## config.mk

```make
export PLATFORM = sky130hd
export DESIGN_NAME = rd_matrix_top
export DESIGN_NICKNAME = d
export VERILOG_FILES = /design/src/source/rd_matrix_pkg.sv /design/src/source/rd_beat_if.sv /design/src/source/rd_slave_arbiter.sv /design/src/source/rd_beat_register.sv /design/src/source/rd_matrix_top.sv
export SDC_FILE = /design/constraint.sdc
export NUM_CORES = 1
export LEC_CHECK = 0
export BUFFER_PORTS_ARGS = -buffer_cell sky130_fd_sc_hd__buf_2
export CAP_MARGIN = 20
export CELL_PAD_IN_SITES_DETAIL_PLACEMENT = 1
export CELL_PAD_IN_SITES_GLOBAL_PLACEMENT = 1
export CORE_AREA = 2 2 148 150
export CTS_BUF_LIST = sky130_fd_sc_hd__clkbuf_4 sky130_fd_sc_hd__clkbuf_8 sky130_fd_sc_hd__clkbuf_16
export DETAILED_ROUTE_END_ITERATION = 10
export DIE_AREA = 0 0 150 152
export GPL_TIMING_DRIVEN = 0
export PLACE_DENSITY = 0.69
export SLEW_MARGIN = 20
export SYNTH_ARGS = -nofsm -noshare
export SYNTH_HDL_FRONTEND = slang
export SYNTH_SLANG_ARGS = --single-unit
```

## constraint.sdc

```tcl
create_clock -name ACLK -period 10.4 [get_ports ACLK]
set_input_delay 0.52 -clock ACLK [delete_from_list [all_inputs] [get_ports ACLK]]
set_output_delay 0.52 -clock ACLK [all_outputs]
set_load 0.02 [all_outputs]
```

## src/source/rd_matrix_pkg.sv

```systemverilog
// Read matrix shared definitions
`default_nettype none

package rd_matrix_pkg;

   // --------------------
   // Geometry
   // --------------------
   localparam int NUM_SLAVES = 4;
   localparam int SLOT_W     = 2;
   localparam int DATA_W     = 64;

   // ID split into unique master field and transaction part
   localparam int UID_W = 2;
   localparam int TXN_W = 4;
   localparam int RID_W = UID_W + TXN_W;

   // --------------------
   // Master configuration
   // --------------------
   // UID this master answers to
   localparam logic [UID_W-1:0] MASTER_UID = 2'b00;

   // Set bit keeps that slot out of arbitration
   localparam logic [NUM_SLAVES-1:0] SLOT_DISABLE = 4'b0100;

   // --------------------
   // Types
   // --------------------
   // AXI read response code
   typedef logic [1:0] rresp_t;

   // Decoded ID fields, uid in the upper bits
   typedef struct packed {
      logic [UID_W-1:0] uid;
      logic [TXN_W-1:0] txn;
   } rid_fields_t;

   // Same ID word, raw for forwarding and split for decoding
   typedef union packed {
      logic [RID_W-1:0] raw;
      rid_fields_t      f;
   } rid_u;

endpackage

`default_nettype wire

```

## src/source/rd_beat_if.sv

```systemverilog
// Selected beat transfer
`timescale 1ns/1ps
`default_nettype none

interface rd_beat_if
   import rd_matrix_pkg::*;
   ();

   // One-cycle strobe, payload valid with it
   logic              load;
   rid_u              rid;
   logic [DATA_W-1:0] rdata;
   rresp_t            rresp;
   logic              rlast;

   // High in the cycle the held beat leaves toward the master
   logic              accepted;

   // Arbiter side
   modport src (
      output load,
      output rid,
      output rdata,
      output rresp,
      output rlast,
      input  accepted
   );

   // Output register side
   modport dst (
      input  load,
      input  rid,
      input  rdata,
      input  rresp,
      input  rlast,
      output accepted
   );

endinterface

`default_nettype wire

```

## src/source/rd_slave_arbiter.sv

```systemverilog
// Read slave arbiter
`timescale 1ns/1ps
`default_nettype none

module rd_slave_arbiter
   import rd_matrix_pkg::*;
   (
   input  logic                              ACLK,
   input  logic                              aresetn,

   // Slave read channels
   input  logic [NUM_SLAVES-1:0]             s_rvalid,
   input  rid_u [NUM_SLAVES-1:0]             s_rid,
   input  logic [NUM_SLAVES-1:0][DATA_W-1:0] s_rdata,
   input  rresp_t [NUM_SLAVES-1:0]           s_rresp,
   input  logic [NUM_SLAVES-1:0]             s_rlast,
   output logic [NUM_SLAVES-1:0]             s_rready,

   // Toward the output register
   rd_beat_if.src                            beat
   );

   logic [NUM_SLAVES-1:0] eligible;
   logic                  sel_found;
   logic [SLOT_W-1:0]     sel_slot;

   // Grant state
   logic                  busy;
   logic [SLOT_W-1:0]     grant_slot;

   // --------------------
   // Eligibility
   // --------------------
   // Valid, addressed to this master and not masked off
   always_comb begin
      for (int i = 0; i < NUM_SLAVES; i++) begin
         eligible[i] = s_rvalid[i]
                       && (s_rid[i].f.uid == MASTER_UID)
                       && !SLOT_DISABLE[i];
      end
   end

   // --------------------
   // Fixed priority
   // --------------------
   // Walk downward so the lowest index wins
   always_comb begin
      sel_found = 1'b0;
      sel_slot  = '0;
      for (int i = NUM_SLAVES - 1; i >= 0; i--) begin
         if (eligible[i]) begin
            sel_found = 1'b1;
            sel_slot  = SLOT_W'(i);
         end
      end
   end

   // Load only from idle, register is empty then
   assign beat.load  = !busy && sel_found;
   assign beat.rid   = s_rid[sel_slot];
   assign beat.rdata = s_rdata[sel_slot];
   assign beat.rresp = s_rresp[sel_slot];
   assign beat.rlast = s_rlast[sel_slot];

   // --------------------
   // Grant state
   // --------------------
   always_ff @(posedge ACLK or negedge aresetn) begin
      if (!aresetn) begin
         busy       <= 1'b0;
         grant_slot <= '0;
      end
      else if (beat.load) begin
         busy       <= 1'b1;
         grant_slot <= sel_slot;
      end
      else if (busy && beat.accepted) begin
         busy       <= 1'b0;
      end
   end

   // Granted slave sees the master acceptance, others stay low
   always_comb begin
      s_rready = '0;
      if (busy) begin
         s_rready[grant_slot] = beat.accepted;
      end
   end

   // --------------------
   // Checks
   // --------------------
   // At most one slave released per cycle
   assert property (@(posedge ACLK) disable iff (!aresetn)
      $onehot0(s_rready))
      else $error("more than one slave ready at once");

   // Ready only to the slot held since the load, never a masked one
   assert property (@(posedge ACLK) disable iff (!aresetn)
      (|s_rready) |-> busy
                      && (s_rready == (NUM_SLAVES'(1) << grant_slot))
                      && ((s_rready & SLOT_DISABLE) == '0))
      else $error("slave ready outside the granted slot");

endmodule

`default_nettype wire

```

## src/source/rd_beat_register.sv

```systemverilog
// Master side beat register
`timescale 1ns/1ps
`default_nettype none

module rd_beat_register
   import rd_matrix_pkg::*;
   (
   input  logic              ACLK,
   input  logic              aresetn,

   // From the arbiter
   rd_beat_if.dst            beat,

   // Master read channel
   output logic              m_rvalid,
   output rid_u              m_rid,
   output logic [DATA_W-1:0] m_rdata,
   output rresp_t            m_rresp,
   output logic              m_rlast,
   input  logic              m_rready
   );

   // --------------------
   // Handshake
   // --------------------
   // Held beat taken by the master this cycle
   assign beat.accepted = m_rvalid && m_rready;

   always_ff @(posedge ACLK or negedge aresetn) begin
      if (!aresetn) begin
         m_rvalid <= 1'b0;
      end
      else if (beat.load) begin
         m_rvalid <= 1'b1;
      end
      else if (beat.accepted) begin
         m_rvalid <= 1'b0;
      end
   end

   // --------------------
   // Payload
   // --------------------
   // Captured on load, then held until the next load
   always_ff @(posedge ACLK) begin
      if (beat.load) begin
         m_rid.raw <= beat.rid.raw;
         m_rdata   <= beat.rdata;
         m_rresp   <= beat.rresp;
         m_rlast   <= beat.rlast;
      end
   end

   // --------------------
   // Checks
   // --------------------
   // Back-pressure keeps the beat on the bus unchanged
   assert property (@(posedge ACLK) disable iff (!aresetn)
      (m_rvalid && !m_rready) |=> m_rvalid
                                 && $stable(m_rid)
                                 && $stable(m_rdata)
                                 && $stable(m_rresp)
                                 && $stable(m_rlast))
      else $error("master beat changed under back-pressure");

   // Arbiter only loads into an empty register
   assert property (@(posedge ACLK) disable iff (!aresetn)
      beat.load |-> !m_rvalid)
      else $error("load while a beat is still held");

endmodule

`default_nettype wire

```

## src/source/rd_matrix_top.sv

```systemverilog
// Read data matrix top level
`timescale 1ns/1ps
`default_nettype none

module rd_matrix_top
   import rd_matrix_pkg::*;
   (
   input  logic                              ACLK,
   input  logic                              aresetn,

   // --------------------
   // Slave read channels
   // --------------------
   input  logic [NUM_SLAVES-1:0]             s_rvalid,
   input  rid_u [NUM_SLAVES-1:0]             s_rid,
   input  logic [NUM_SLAVES-1:0][DATA_W-1:0] s_rdata,
   input  rresp_t [NUM_SLAVES-1:0]           s_rresp,
   input  logic [NUM_SLAVES-1:0]             s_rlast,
   output logic [NUM_SLAVES-1:0]             s_rready,

   // --------------------
   // Master read channel
   // --------------------
   output logic                              m_rvalid,
   output rid_u                              m_rid,
   output logic [DATA_W-1:0]                 m_rdata,
   output rresp_t                            m_rresp,
   output logic                              m_rlast,
   input  logic                              m_rready
   );

   // Chosen beat between arbiter and register
   rd_beat_if beat_if ();

   // Picks one eligible slave and owns its ready
   rd_slave_arbiter rd_slave_arbiter_inst (
      .ACLK     (ACLK),
      .aresetn  (aresetn),
      .s_rvalid (s_rvalid),
      .s_rid    (s_rid),
      .s_rdata  (s_rdata),
      .s_rresp  (s_rresp),
      .s_rlast  (s_rlast),
      .s_rready (s_rready),
      .beat     (beat_if.src)
   );

   // Holds the beat until the master takes it
   rd_beat_register rd_beat_register_inst (
      .ACLK     (ACLK),
      .aresetn  (aresetn),
      .beat     (beat_if.dst),
      .m_rvalid (m_rvalid),
      .m_rid    (m_rid),
      .m_rdata  (m_rdata),
      .m_rresp  (m_rresp),
      .m_rlast  (m_rlast),
      .m_rready (m_rready)
   );

endmodule

`default_nettype wire

```

Word-level counts from Yosys, hierarchy flattened
Cells that the tools add are included.
{"block": "op_classes", "n_addsub": 0, "mul": 0, "div_mod_pow": 0, "order_cmp": 3, "eq_ne": 0, "shift": 0, "muxes": 21, "bitwise": 1, "reduce_logical": 13}
{"operator": "$bmux W64 S2", "count": 1}
{"operator": "$mux W64", "count": 1}
{"operator": "$bmux W6 S2", "count": 1}
{"operator": "$mux W1", "count": 9}
{"operator": "$mux W2", "count": 4}
{"operator": "$logic_and A1 B1 Y1", "count": 7}
{"operator": "$logic_not A2 Y1", "count": 3}
{"operator": "$lt A2 B3 Y1 const B", "count": 2}
{"operator": "$mux W6", "count": 1}
{"operator": "$and A4 B4 Y4", "count": 1}
{"operator": "$bmux W2 S2", "count": 1}
{"operator": "$mux W4", "count": 1}
{"operator": "$reduce_bool A2 Y1", "count": 2}
{"operator": "$bmux W1 S2", "count": 1}
{"operator": "$demux W1 S2", "count": 1}
{"operator": "$ge A2 B1 Y1 const B", "count": 1}
{"operator": "$logic_not A1 Y1", "count": 1}
{"block": "totals", "register_bits": 77, "latch_bits": 0, "ram_bits": 0, "romBits": 0, "in_bits": 299, "output_inout_bits": 78, "wordCells": 45, "n_memories": 0}

Logic depth before layout (Yosys ltp)
Gate-level depths: netlist of the first run.
{"block": "depth", "word_depth": 7, "depth_mapped": 6, "depth_no_buf": 3}

By module
From an unflattened synthesis of the first run, not the netlist that was laid out.
{"block": "hier_totals", "hier_cells": 374, "hier_area_um2": 4818.4}
{"mod": "rd_slave_arbiter", "n_inst": 1, "cells_each": 297, "area_per_inst_um2": 2582.5}
{"mod": "rd_beat_register", "n_inst": 1, "cells_each": 77, "area_per_inst_um2": 2235.9}

Worst setup path after synthesis of the first run
No wires, ideal clock.
{"block": "synth_path", "path_type": "in2reg", "startpoint": "input port s_rid[11] in the netlist's numbering", "endpoint": "register rd_beat_register_inst.m_rdata[0], enable pin", "t_arrival_ps": 5201, "setup_slack_ps": 4649, "cell_stages": 4, "path_buffers": 2, "path_cell_list": "buf_2 > or3b_1 > buf_2 > a31oi_1"}
{"block": "synth_between", "elab_chain_len": 5}
{"element": "from (decl)", "line_no": "rd_matrix_top.sv:15", "text": "input rid_u [NUM_SLAVES-1:0] s_rid,"}
{"element": "$logic_not A2 Y1", "line_no": "rd_slave_arbiter.sv:38", "text": "&& (s_rid[i].f.uid == MASTER_UID)"}
{"element": "$logic_and A1 B1 Y1", "line_no": "rd_slave_arbiter.sv:38"}
{"element": "$mux W1 (2 in a row)", "line_no": "rd_slave_arbiter.sv:51", "text": "if (eligible[i]) begin"}
{"element": "$logic_and A1 B1 Y1", "line_no": "rd_slave_arbiter.sv:59", "text": "assign beat.load = !busy && sel_found;"}
{"element": "net beat_if.load", "line_no": "rd_beat_if.sv:10", "text": "logic load;"}
{"element": "to (signal assigned)", "line_no": "rd_beat_register.sv:48", "text": "m_rdata <= beat.rdata;"}
{"element": "to (decl)", "line_no": "rd_beat_register.sv:17", "text": "output logic [DATA_W-1:0] m_rdata,"}
The timed path passes the listed nets, and every way through them passes these cells.
A chain may end at the register's enable or synchronous reset.

Worst setup path after layout of the first run
{"block": "layout_path", "startpoint": "input port s_rid[22] in the netlist's numbering", "endpoint": "register rd_beat_register_inst.m_rdata[17], enable pin"}
{"block": "layout_between", "elab_chain_len": 6}
{"element": "$logic_not A2 Y1", "line_no": "rd_slave_arbiter.sv:38"}
{"element": "$logic_and A1 B1 Y1", "line_no": "rd_slave_arbiter.sv:38"}
{"element": "$mux W1 (3 in a row)", "line_no": "rd_slave_arbiter.sv:51"}
{"element": "$logic_and A1 B1 Y1", "line_no": "rd_slave_arbiter.sv:59"}
{"element": "net beat_if.load", "line_no": "rd_beat_if.sv:10"}
The timed path passes the listed nets, and every way through them passes these cells.

==> run summary, run 1 <==
Final count of negative-setup-slack endpoints -> 0
Die Y -> 152 um
Hold Crit Endpoint -> rd_beat_register_inst.m_rvalid
Fin util -> 33.4%
CP Data Required Time -> 10440 ps
Outcome -> finished clean
Path type of the worst min-delay path -> input port to flip-flop
Combined global-route utilization of all metal layers -> 16.8%
Seq/Total Area, Yosys -> 47.8%
Accumulated negative setup slack -> 0 ps
Layout net count -> 985
DP Area -> 0.00677 mm^2
Violation count after the first detailed-route iteration -> 123
Post-route design area -> 0.00713 mm^2
Clock Skew -> 7.15 ps
Slew of the pin with the lowest slew margin -> 801 ps
Clock root cell -> clkbuf_16
Leading post-synthesis cells by cell area -> edfxtp_1 (46%), or4b_2 (15%), o31ai_1 (11%)
# rows -> 54
Master of the slowest instance on the critical path -> a31oi_4
Area of the placeable core -> 0.0214 mm^2
Clk pin slew, worst setup/hold paths -> 60 ps
Routed via count divided by cell count -> 4.82
Final worst path period share -> 23.8%
Largest stage delay on the critical path -> 570 ps
Number of maximum-capacitance constraint violations -> 0
Final critical path time including I/O delays and setup -> 2480 ps
Vias in the first global route -> 5117
Switching power total -> 259 uW
Syn_nets -> 670
Sequential fraction of design power -> 39.3%
Critical path startpoint category -> input port
Most frequent CP cell -> buf_2
TritonCTS buffer count -> 9
Number of synthesis warnings -> 0
Int Power -> 719 uW
Seq cells post-synth -> 77
Maximum fanout along the worst path -> 19
Hold Path Depth -> 3
Total power consumption of the routed design -> 978 uW
Post-synthesis share of cell area spent on xor and xnor gates -> 0%
Register-to-register setup slack -> 8670 ps
Critical path class -> input port to flip-flop
Peak Freq -> 0.404 GHz
Wire length after detailed routing -> 19.6 mm
IO Port Bufs -> 299
VDD IR max -> 0.0679 mV
Biggest area consumer among synthesized cells -> edfxtp_1
Leakage Power -> 0.00285 uW
Dpl hpwl -> 15.0 mm
Compound-cell area share of the yosys netlist -> 29.2%
Final hold viol count -> 0
Count of boundary I/O pins -> 377
Layout overhead on the synthesized area -> 48.6%
Clock share of power -> 38.5%
Pins Over Slew Limit -> 0
Combinational share of power -> 22.2%
Critical-path cell list -> buf_2 -> or3b_2 -> buf_2 -> buf_2 -> a31oi_4 -> buf_16 -> buf_16
Largest net degree at the start of global routing -> 20
Router iterations before antenna repair -> 4
Power density over cell area -> 137 mW/mm^2
Unrepaired setup endpoints after global routing -> no
Wirelength per Cell -> 20.2 um
Average cell area after synthesis -> 12.9 um^2
CTS HTree Levels -> 3
Crit path arrival time -> 2520 ps
Number of vias after detailed routing -> 4682
Area of the mapped netlist -> 0.00480 mm^2
Initial Util -> 22.5%
Share of the synthesized area in the top cell type -> 45.7%
Number of filler instances in the final layout -> 2504
Worst rel slew slack -> 46.6%
DRC Markers -> 0
Worst-Skew Late Latency -> 340 ps
Dominant combinational cell family by area after synthesis -> compound AO/OA/AOI/OAI gates
Grt total ovfl -> 0
Gate count after technology mapping -> 371
Synth Area in Simple Gates -> 16.8%
Switching part of the total -> 26.5%
Number of sinks driven by the clock tree -> 77
CTS tree -> yes
Number of instances resized during post-cts repair -> 0
RePlAce Congestion -> 0.785
Reg-to-reg critical path endpoint -> rd_beat_register_inst.m_rdata[17]
Worst r2r path cells -> 3
HP Start -> m_rready
Share of layout cells above drive strength 1 -> 63.8%
Die extent in x -> 150 um
Number of antenna violations at the first check in global routing -> 2
Reg2Reg Launch Point -> rd_slave_arbiter_inst.busy
Area of the die -> 0.0228 mm^2
Adder-Cell Fraction of Synth Area -> 0%
Post-route ant nets -> 0
CP endpoint kind -> flip-flop
Library cells used by synthesis -> 25
Multiplexer share of the synthesized area -> 0%
Global-route wire length before repair -> 29.2 mm
Buffer levels on the longest clock path -> 2
## worst max path at each step
stage / from / end / slack [ps] / cells after the start
4_1_cts: s_rid[22] / rd_beat_register_inst.m_rdata[17] / 7900 / 7
2_1_floorplan: s_rid[11] / rd_beat_register_inst.m_rdata[0] / 4650 / 4
5_1_grt: s_rid[22] / rd_beat_register_inst.m_rdata[17] / 7810 / 7
6_report: s_rid[22] / rd_beat_register_inst.m_rdata[17] / 7920 / 7
3_5_place_dp: s_rid[22] / rd_beat_register_inst.m_rdata[12] / 7520 / 7
3_3_place_gp: s_rid[11] / rd_beat_register_inst.m_rdata[19] / 1980 / 4
## kinds of logic after synthesis
group	after synthesis
buffers and inverters	59
AND/OR/NAND/NOR	86
AO/OA/AOI/OAI	149
flip-flops	77
## what timing repair did
item                                   4_1_cts  5_1_grt
setup buffers                                0        0
hold buffers                                 1        0
endpoints found under the hold margin        4        0
## worst max-delay path, delay by kind of cell
kind                   cells  cell delay, ps
buffers and inverters      5             940
AND/OR/NAND/NOR            1             440
AO/OA/AOI/OAI              1             570
## flip-flops by register name, summed over array words and instances, names as in the netlist
register                          count
rd_beat_register_inst.m_rdata        64
rd_beat_register_inst.m_rid           6
rd_beat_register_inst.m_rresp         2
rd_slave_arbiter_inst.grant_slot      2
rd_beat_register_inst.m_rlast         1
rd_beat_register_inst.m_rvalid        1
rd_slave_arbiter_inst.busy            1
## power by group through the flow
stage / clock, uW / combinational, uW / sequential (uW)
2_1_floorplan: 0 / 94.2 / 417
3_3_place_gp: 0 / 206 / 396
3_5_place_dp: 0 / 220 / 391
4_1_cts: 388 / 221 / 385
5_1_grt: 399 / 235 / 387
6_report: 377 / 217 / 384
## cell usage after synthesis
| cell | n |
|---|---|
| nand3_1 | 1 |
| buf_2 | 8 |
| clkbuf_1 | 36 |
| inv_1 | 2 |
| or3b_1 | 1 |
| nor3_1 | 1 |
| a21o_1 | 1 |
| o2bb2a_1 | 1 |
| nor3b_1 | 4 |
| a21oi_1 | 1 |
| nor2_1 | 3 |
| a31oi_1 | 2 |
| o22a_1 | 2 |
| or4b_2 | 71 |
| or3b_2 | 2 |
| buf_6 | 8 |
| edfxtp_1 | 73 |
| buf_4 | 1 |
| a21oi_4 | 1 |
| o31ai_1 | 71 |
| buf_1 | 4 |
| a2bb2oi_2 | 30 |
| dfrtp_1 | 4 |
| and3_1 | 3 |
| a2bb2oi_1 | 40 |
## layout make-up
class,instances,area [um^2],share of cell area [%]
Sequential cell,77,2290,32.2
Timing Repair Buffer,304,1620,22.7
Multi-Input combinational cell,235,2220,31.2
Clock buffer,11,246,3.46
Clock inverter,4,97.6,1.37
Tap cell,280,350,4.91
Antenna cell,2,5.00,0.0702
Buffer,57,288,4.04
Inverter,2,7.51,0.105
## routing by layer
metal	wire [um]	track usage (%)
met1	8080	20.5
met2	9540	28.3
met3	1500	4.14
met4	474	6.60
met5	0	0
## metrics by stage
stage                     std cells  hold slack, ps  worst slack (ps)
after global placement          950             331              1980
final                           972             457              7920
after floorplan                 371             224              4650
after global routing            971             459              7810
after CTS                       970             443              7900
after detailed placement        954             333              7520
## placed cells by master (no fill, tap or decap), types with 2 or more instances in the layout
cell and count:
a2bb2oi_1 40, a2bb2oi_2 30, and3_1 3, buf_1 4, buf_16 4, buf_2 307
buf_6 8, bufinv_16 3, clkbuf_1 36, clkbuf_16 9, dfrtp_1 4, diode_2 2
edfxtp_1 73, inv_1 2, nor2_1 3, nor3b_1 4, o22a_1 2, o31ai_1 71
or3b_2 2, or4b_2 71
Power figures use the tool's default switching activity.
==> run 2, diff against run 1 <==
- PLACE_DENSITY: 0.69 -> 0.72
- clock period: 10.4 -> 2.2 ns (I/O delays scaled with it)
==> run 2 against run 1 <==
Setup slack lost 7700 ps. Wire length grew 1.2%. Clock skew grew 5.7 ps. Sequential power grew to 4.7 times the previous value. Largest power group unchanged. Via count grew 2.2%. Final cell count grew 0.10%.
==> run summary, run 2 (synthesis results as in run 1) <==
Clock root cell -> clkbuf_16
Commonest non-fill, non-tap cells in the layout -> buf_2 (303), edfxtp_1 (73), or4b_2 (71), o31ai_1 (71), a2bb2oi_1 (40)
Final worst path period share -> 88.8%
Post-Layout Cell Count -> 973
Worst-Skew Late Latency -> 350 ps
Wirelength per Cell -> 20.4 um
Post-route ant nets -> 0
Number of flip-flops in the largest register -> 64
Sequential fraction of design power -> 42.1%
Worst rel slew slack -> 50.4%
Area of the die -> 0.0228 mm^2
Die extent in x -> 150 um
Reg-to-reg critical path endpoint -> rd_beat_register_inst.m_rdata[42]
Pins Over Slew Limit -> 0
CTS HTree Levels -> 3
Peak Freq -> 0.512 GHz
Initial Util -> 22.5%
Global-route wire length before repair -> 29.3 mm
Clock share of power -> 34.3%
Area of the placeable core -> 0.0214 mm^2
Int Power -> 3050 uW
Outcome -> finished clean
Vias in the first global route -> 5178
Final count of negative-setup-slack endpoints -> 0
Maximum fanout along the worst path -> 20
Leakage Power -> 0.00283 uW
Path type of the worst min-delay path -> input port to flip-flop
Clk pin slew, worst setup/hold paths -> 70 ps
Combinational share of power -> 23.6%
Most common cell after layout, fill and taps aside -> buf_2
Count of boundary I/O pins -> 377
Violation count after the first detailed-route iteration -> 157
Regs by FF count -> rd_beat_register_inst.m_rdata x64, rd_beat_register_inst.m_rid x6
Largest net degree at the start of global routing -> 21
Wire length after detailed routing -> 19.8 mm
Switching power total -> 1260 uW
Number of sinks driven by the clock tree -> 77
Crit path from -> s_rid[4]
Worst r2r path cells -> 3
Reg2Reg Launch Point -> rd_slave_arbiter_inst.busy
CP endpoint kind -> flip-flop
# rows -> 54
Number of maximum-capacitance constraint violations -> 0
Layout net count -> 985
IO Port Bufs -> 299
Combined global-route utilization of all metal layers -> 16.8%
Layout overhead on the synthesized area -> 47.5%
Grt total ovfl -> 0
Register ranked first by flip-flop count -> rd_beat_register_inst.m_rdata
CP Data Required Time -> 2250 ps
Unrepaired setup endpoints after global routing -> no
Power density over cell area -> 610 mW/mm^2
Critical path class -> input port to flip-flop
Final hold viol count -> 0
Number of setup buffers added after CTS -> 0
Number of antenna violations at the first check in global routing -> 4
Worst setup path endpoint -> rd_beat_register_inst.m_rdata[42]
RePlAce Congestion -> 0.800
DRC Markers -> 0
Number of instances resized during post-cts repair -> 0
Critical path startpoint category -> input port
Routed via count divided by cell count -> 4.92
Register-to-register setup slack -> 440 ps
Fin util -> 33.1%
Accumulated negative setup slack -> 0 ps
Clock Skew -> 12.8 ps
Crit path arrival time -> 2000 ps
CTS tree -> yes
Total power consumption of the routed design -> 4320 uW
Dpl hpwl -> 15.2 mm
Share of layout cells above drive strength 1 -> 64.0%
Router iterations before antenna repair -> 4
Switching part of the total -> 29.2%
# placed instances -> 954
VDD IR max -> 0.303 mV
Buffer levels on the longest clock path -> 2
Hold buffer count at cts -> 1
Slew of the pin with the lowest slew margin -> 745 ps
Number of vias after detailed routing -> 4784
Final critical path time including I/O delays and setup -> 1950 ps
TritonCTS buffer count -> 9
Die Y -> 152 um
-- run 2: cell count changes in the layout (fill, tap and decap cells not counted), sizes merged --
| cell | previous run | this run |
|---|---|---|
| bufinv | 3 | 0 |
| clkinv | 0 | 2 |
| clkinvlp | 1 | 3 |
-- run 2: critical path, cell delays in order --
cell	delay (ps)
buf_2	110
or3b_2	450
clkbuf_2	290
a31oi_4	590
buf_16	240
buf_16	180
-- run 2: area by class of cell --
| type | count | area (um^2) |
|---|---|---|
| antenna | 2 | 5.00 |
| buffer | 57 | 318 |
| clock buffer | 11 | 246 |
| clock inverter | 5 | 36.3 |
| fill | 2477 | 14300 |
| inverter | 2 | 7.51 |
| multi-input combinational | 235 | 2230 |
| sequential | 77 | 2290 |
| tap | 280 | 350 |
| timing repair buffer | 304 | 1590 |
-- run 2: per-stage QoR --
step	hold slack, ps	instance area, um^2	setup WS, ps
final	43.7	7070	247
after global routing	46.5	7070	98.0
after CTS	25.5	7070	182
after detailed placement	-79.7	6780	-191
after global placement	-79.3	6690	-1400
after floorplan	-186	4840	-298
-- run 2: power by group through the flow --
stage	registers, uW	logic, uW	clock network (uW)
floorplan	1960	453	0
global placement	1860	979	0
detailed placement	1850	1030	0
CTS	1820	1030	1530
global route	1830	1100	1580
finish	1820	1020	1480
-- run 2: worst min-delay path by stage --
stage,slack (ps),start,to,depth (start not counted)
floorplan,-190,aresetn,rd_beat_register_inst.m_rvalid,0
global placement,-80,aresetn,rd_slave_arbiter_inst.grant_slot[1],1
detailed placement,-80,aresetn,rd_beat_register_inst.m_rvalid,1
CTS,30,m_rready,rd_beat_register_inst.m_rvalid,3
global route,50,m_rready,rd_beat_register_inst.m_rvalid,3
finish,40,m_rready,rd_beat_register_inst.m_rvalid,3
-- run 2: layer usage --
layer  part of all wire [%]  vias to the layer above  track usage, %
met5                   0.15                        -               0
met4                    2.0                        4            5.12
met3                    8.2                       31            5.26
met2                     49                      215            28.5
met1                     41                     2305            20.4
li1                       -                     2229               -
==> run 3, diff against run 2 <==
- CORE_AREA: 2 2 148 150 -> 3 3 144 146
- DIE_AREA: 0 0 150 152 -> 0 0 147 149
- PLACE_DENSITY: 0.72 -> 0.76
==> run 3 against run 2 <==
Cell area rose by 0.88%. Wire length rose by 1.3%. Utilization rose by 3.4 points. Flip-flop and latch count did not move. Setup slack improved by 250 ps. Critical path type unchanged.
==> run summary, run 3 (synthesis results as in run 1) <==
Violation count after the first detailed-route iteration -> 117
Master of the slowest instance on the critical path -> or3b_2
Post-route ant nets -> 0
Hold Crit Endpoint -> rd_beat_register_inst.m_rvalid
Worst rel slew slack -> 52.4%
Vias in the first global route -> 5108
Clk pin slew, worst setup/hold paths -> 60 ps
Power density over cell area -> 645 mW/mm^2
Critical path startpoint category -> input port
Reg2Reg Launch Point -> rd_slave_arbiter_inst.busy
Clock root cell -> clkbuf_16
Register ranked first by flip-flop count -> rd_beat_register_inst.m_rdata
Router iterations before antenna repair -> 4
Final worst path period share -> 77.6%
Most frequent CP cell -> buf_16
Dpl hpwl -> 15.5 mm
Pre-CTS setup slack -> 85.1 ps
Post-Layout Cell Count -> 956
Number of maximum-capacitance constraint violations -> 0
Fin util -> 36.6%
Regs by FF count -> rd_beat_register_inst.m_rdata x64, rd_beat_register_inst.m_rid x6
Antenna diodes -> 0
Wirelength per Cell -> 21.0 um
Worst r2r path cells -> 3
Die extent in x -> 147 um
Outcome -> finished clean
Reg-to-reg critical path endpoint -> rd_beat_register_inst.m_rdata[19]
CP Data Required Time -> 2250 ps
# placed instances -> 939
Post-route design area -> 0.00714 mm^2
Number of flip-flops in the largest register -> 64
Largest net degree at the start of global routing -> 21
Leakage Power -> 0.00287 uW
Final count of negative-setup-slack endpoints -> 0
Hold Path Depth -> 3
Unrepaired setup endpoints after global routing -> no
Area of the die -> 0.0219 mm^2
IO Port Bufs -> 299
HP Start -> m_rready
TritonCTS buffer count -> 9
Final worst-path setup slack -> 492 ps
Path type of the worst min-delay path -> input port to flip-flop
Slew of the pin with the lowest slew margin -> 713 ps
Number of vias after detailed routing -> 4760
Clock Skew -> 7.24 ps
Crit path arrival time -> 1750 ps
DRC Markers -> 0
Number of filler instances in the final layout -> 2289
VDD IR max -> 0.318 mV
Share of layout cells above drive strength 1 -> 64.0%
Peak Freq -> 0.586 GHz
Combined global-route utilization of all metal layers -> 17.6%
Critical path class -> input port to flip-flop
Die Y -> 149 um
Final hold viol count -> 0
Kind of cell with the highest combined delay on the critical path -> buffers and inverters
Total power consumption of the routed design -> 4600 uW
Hold buffer count at cts -> 1
Grt total ovfl -> 0
Register-to-register setup slack -> 700 ps
Final critical path time including I/O delays and setup -> 1710 ps
Initial Util -> 24.6%
CP endpoint kind -> flip-flop
Layout net count -> 985
Number of setup buffers added after CTS -> 0
Area of the placeable core -> 0.0195 mm^2
CTS tree -> yes
Commonest non-fill, non-tap cells in the layout -> buf_2 (303), edfxtp_1 (73), or4b_2 (71), o31ai_1 (71), a2bb2oi_1 (40)
Number of sinks driven by the clock tree -> 77
Critical path buffer and inverter count -> 4
Global-route wire length before repair -> 29.7 mm
Number of antenna violations at the first check in global routing -> 0
Pins Over Slew Limit -> 0
Count of boundary I/O pins -> 377
CTS HTree Levels -> 3
Worst-Skew Late Latency -> 340 ps
Layout overhead on the synthesized area -> 48.8%
RePlAce Congestion -> 0.768
Routed via count divided by cell count -> 4.98
Critical-path cell list -> buf_2 -> or3b_2 -> clkbuf_2 -> a31oi_4 -> buf_16 -> buf_16
Wire length after detailed routing -> 20.1 mm
Number of instances resized during post-cts repair -> 0
# rows -> 51
Largest stage delay on the critical path -> 450 ps
DP Area -> 0.00678 mm^2
Most common cell after layout, fill and taps aside -> buf_2
Buffer levels on the longest clock path -> 2
Maximum fanout along the worst path -> 20
## run 3: cell count changes in the layout (fill, tap and decap cells not counted), sizes merged
cell | before | now
bufinv | 0 | 3
clkbuf | 47 | 46
clkinvlp | 3 | 1
diode | 2 | 0
## run 3: tightest hold or removal path, delay by kind of cell
kind,cells,cell delay (ps)
AO/OA/AOI/OAI,1,100
buffers and inverters,2,140
## run 3: routing by layer
| metal | part of all wire [%] | wire, um | vias to the layer above | global-route usage, % |
|---|---|---|---|---|
| met5 | 0 | 0 | - | 0 |
| met4 | 1.5 | 308 | 0 | 4.85 |
| met3 | 6.9 | 1390 | 18 | 4.44 |
| met2 | 52 | 10400 | 209 | 31.9 |
| met1 | 40 | 8000 | 2314 | 20.6 |
| li1 | - | - | 2219 | - |
## run 3: layout make-up
class / instances / area (um^2) / share of cell area [%]
buffer: 57 / 318 / 4.45
sequential: 77 / 2290 / 32.1
timing repair buffer: 304 / 1620 / 22.7
inverter: 2 / 7.51 / 0.105
clock inverter: 6 / 111 / 1.56
tap: 265 / 332 / 4.65
clock buffer: 10 / 233 / 3.26
multi-input combinational: 235 / 2230 / 31.2
## run 3: power by group
part           total [uW]  switching (uW)  internal [uW]
registers            1820            60.0           1760
logic                1030             538            493
clock network        1750             629           1120
## run 3: worst max path at each step
stage / to / startpoint / depth (start not counted) / slack [ps]
after floorplan: rd_beat_register_inst.m_rdata[0] / s_rid[22] / 4 / -300
after global placement: rd_beat_register_inst.m_rdata[41] / s_rid[4] / 4 / -1390
after detailed placement: rd_beat_register_inst.m_rdata[17] / s_rid[4] / 6 / 90
after CTS: rd_beat_register_inst.m_rdata[62] / s_rid[4] / 6 / 450
after global routing: rd_beat_register_inst.m_rdata[19] / s_rid[4] / 6 / 410
final: rd_beat_register_inst.m_rdata[19] / s_rid[4] / 6 / 490
## run 3: per-stage QoR
step / hold WS, ps / setup TNS (ps)
floorplan: -186 / -21800
global placement: -83.2 / -102320
detailed placement: -83.6 / 0
CTS: 39.5 / 0
global route: 59.1 / 0
finish: 57.4 / 0
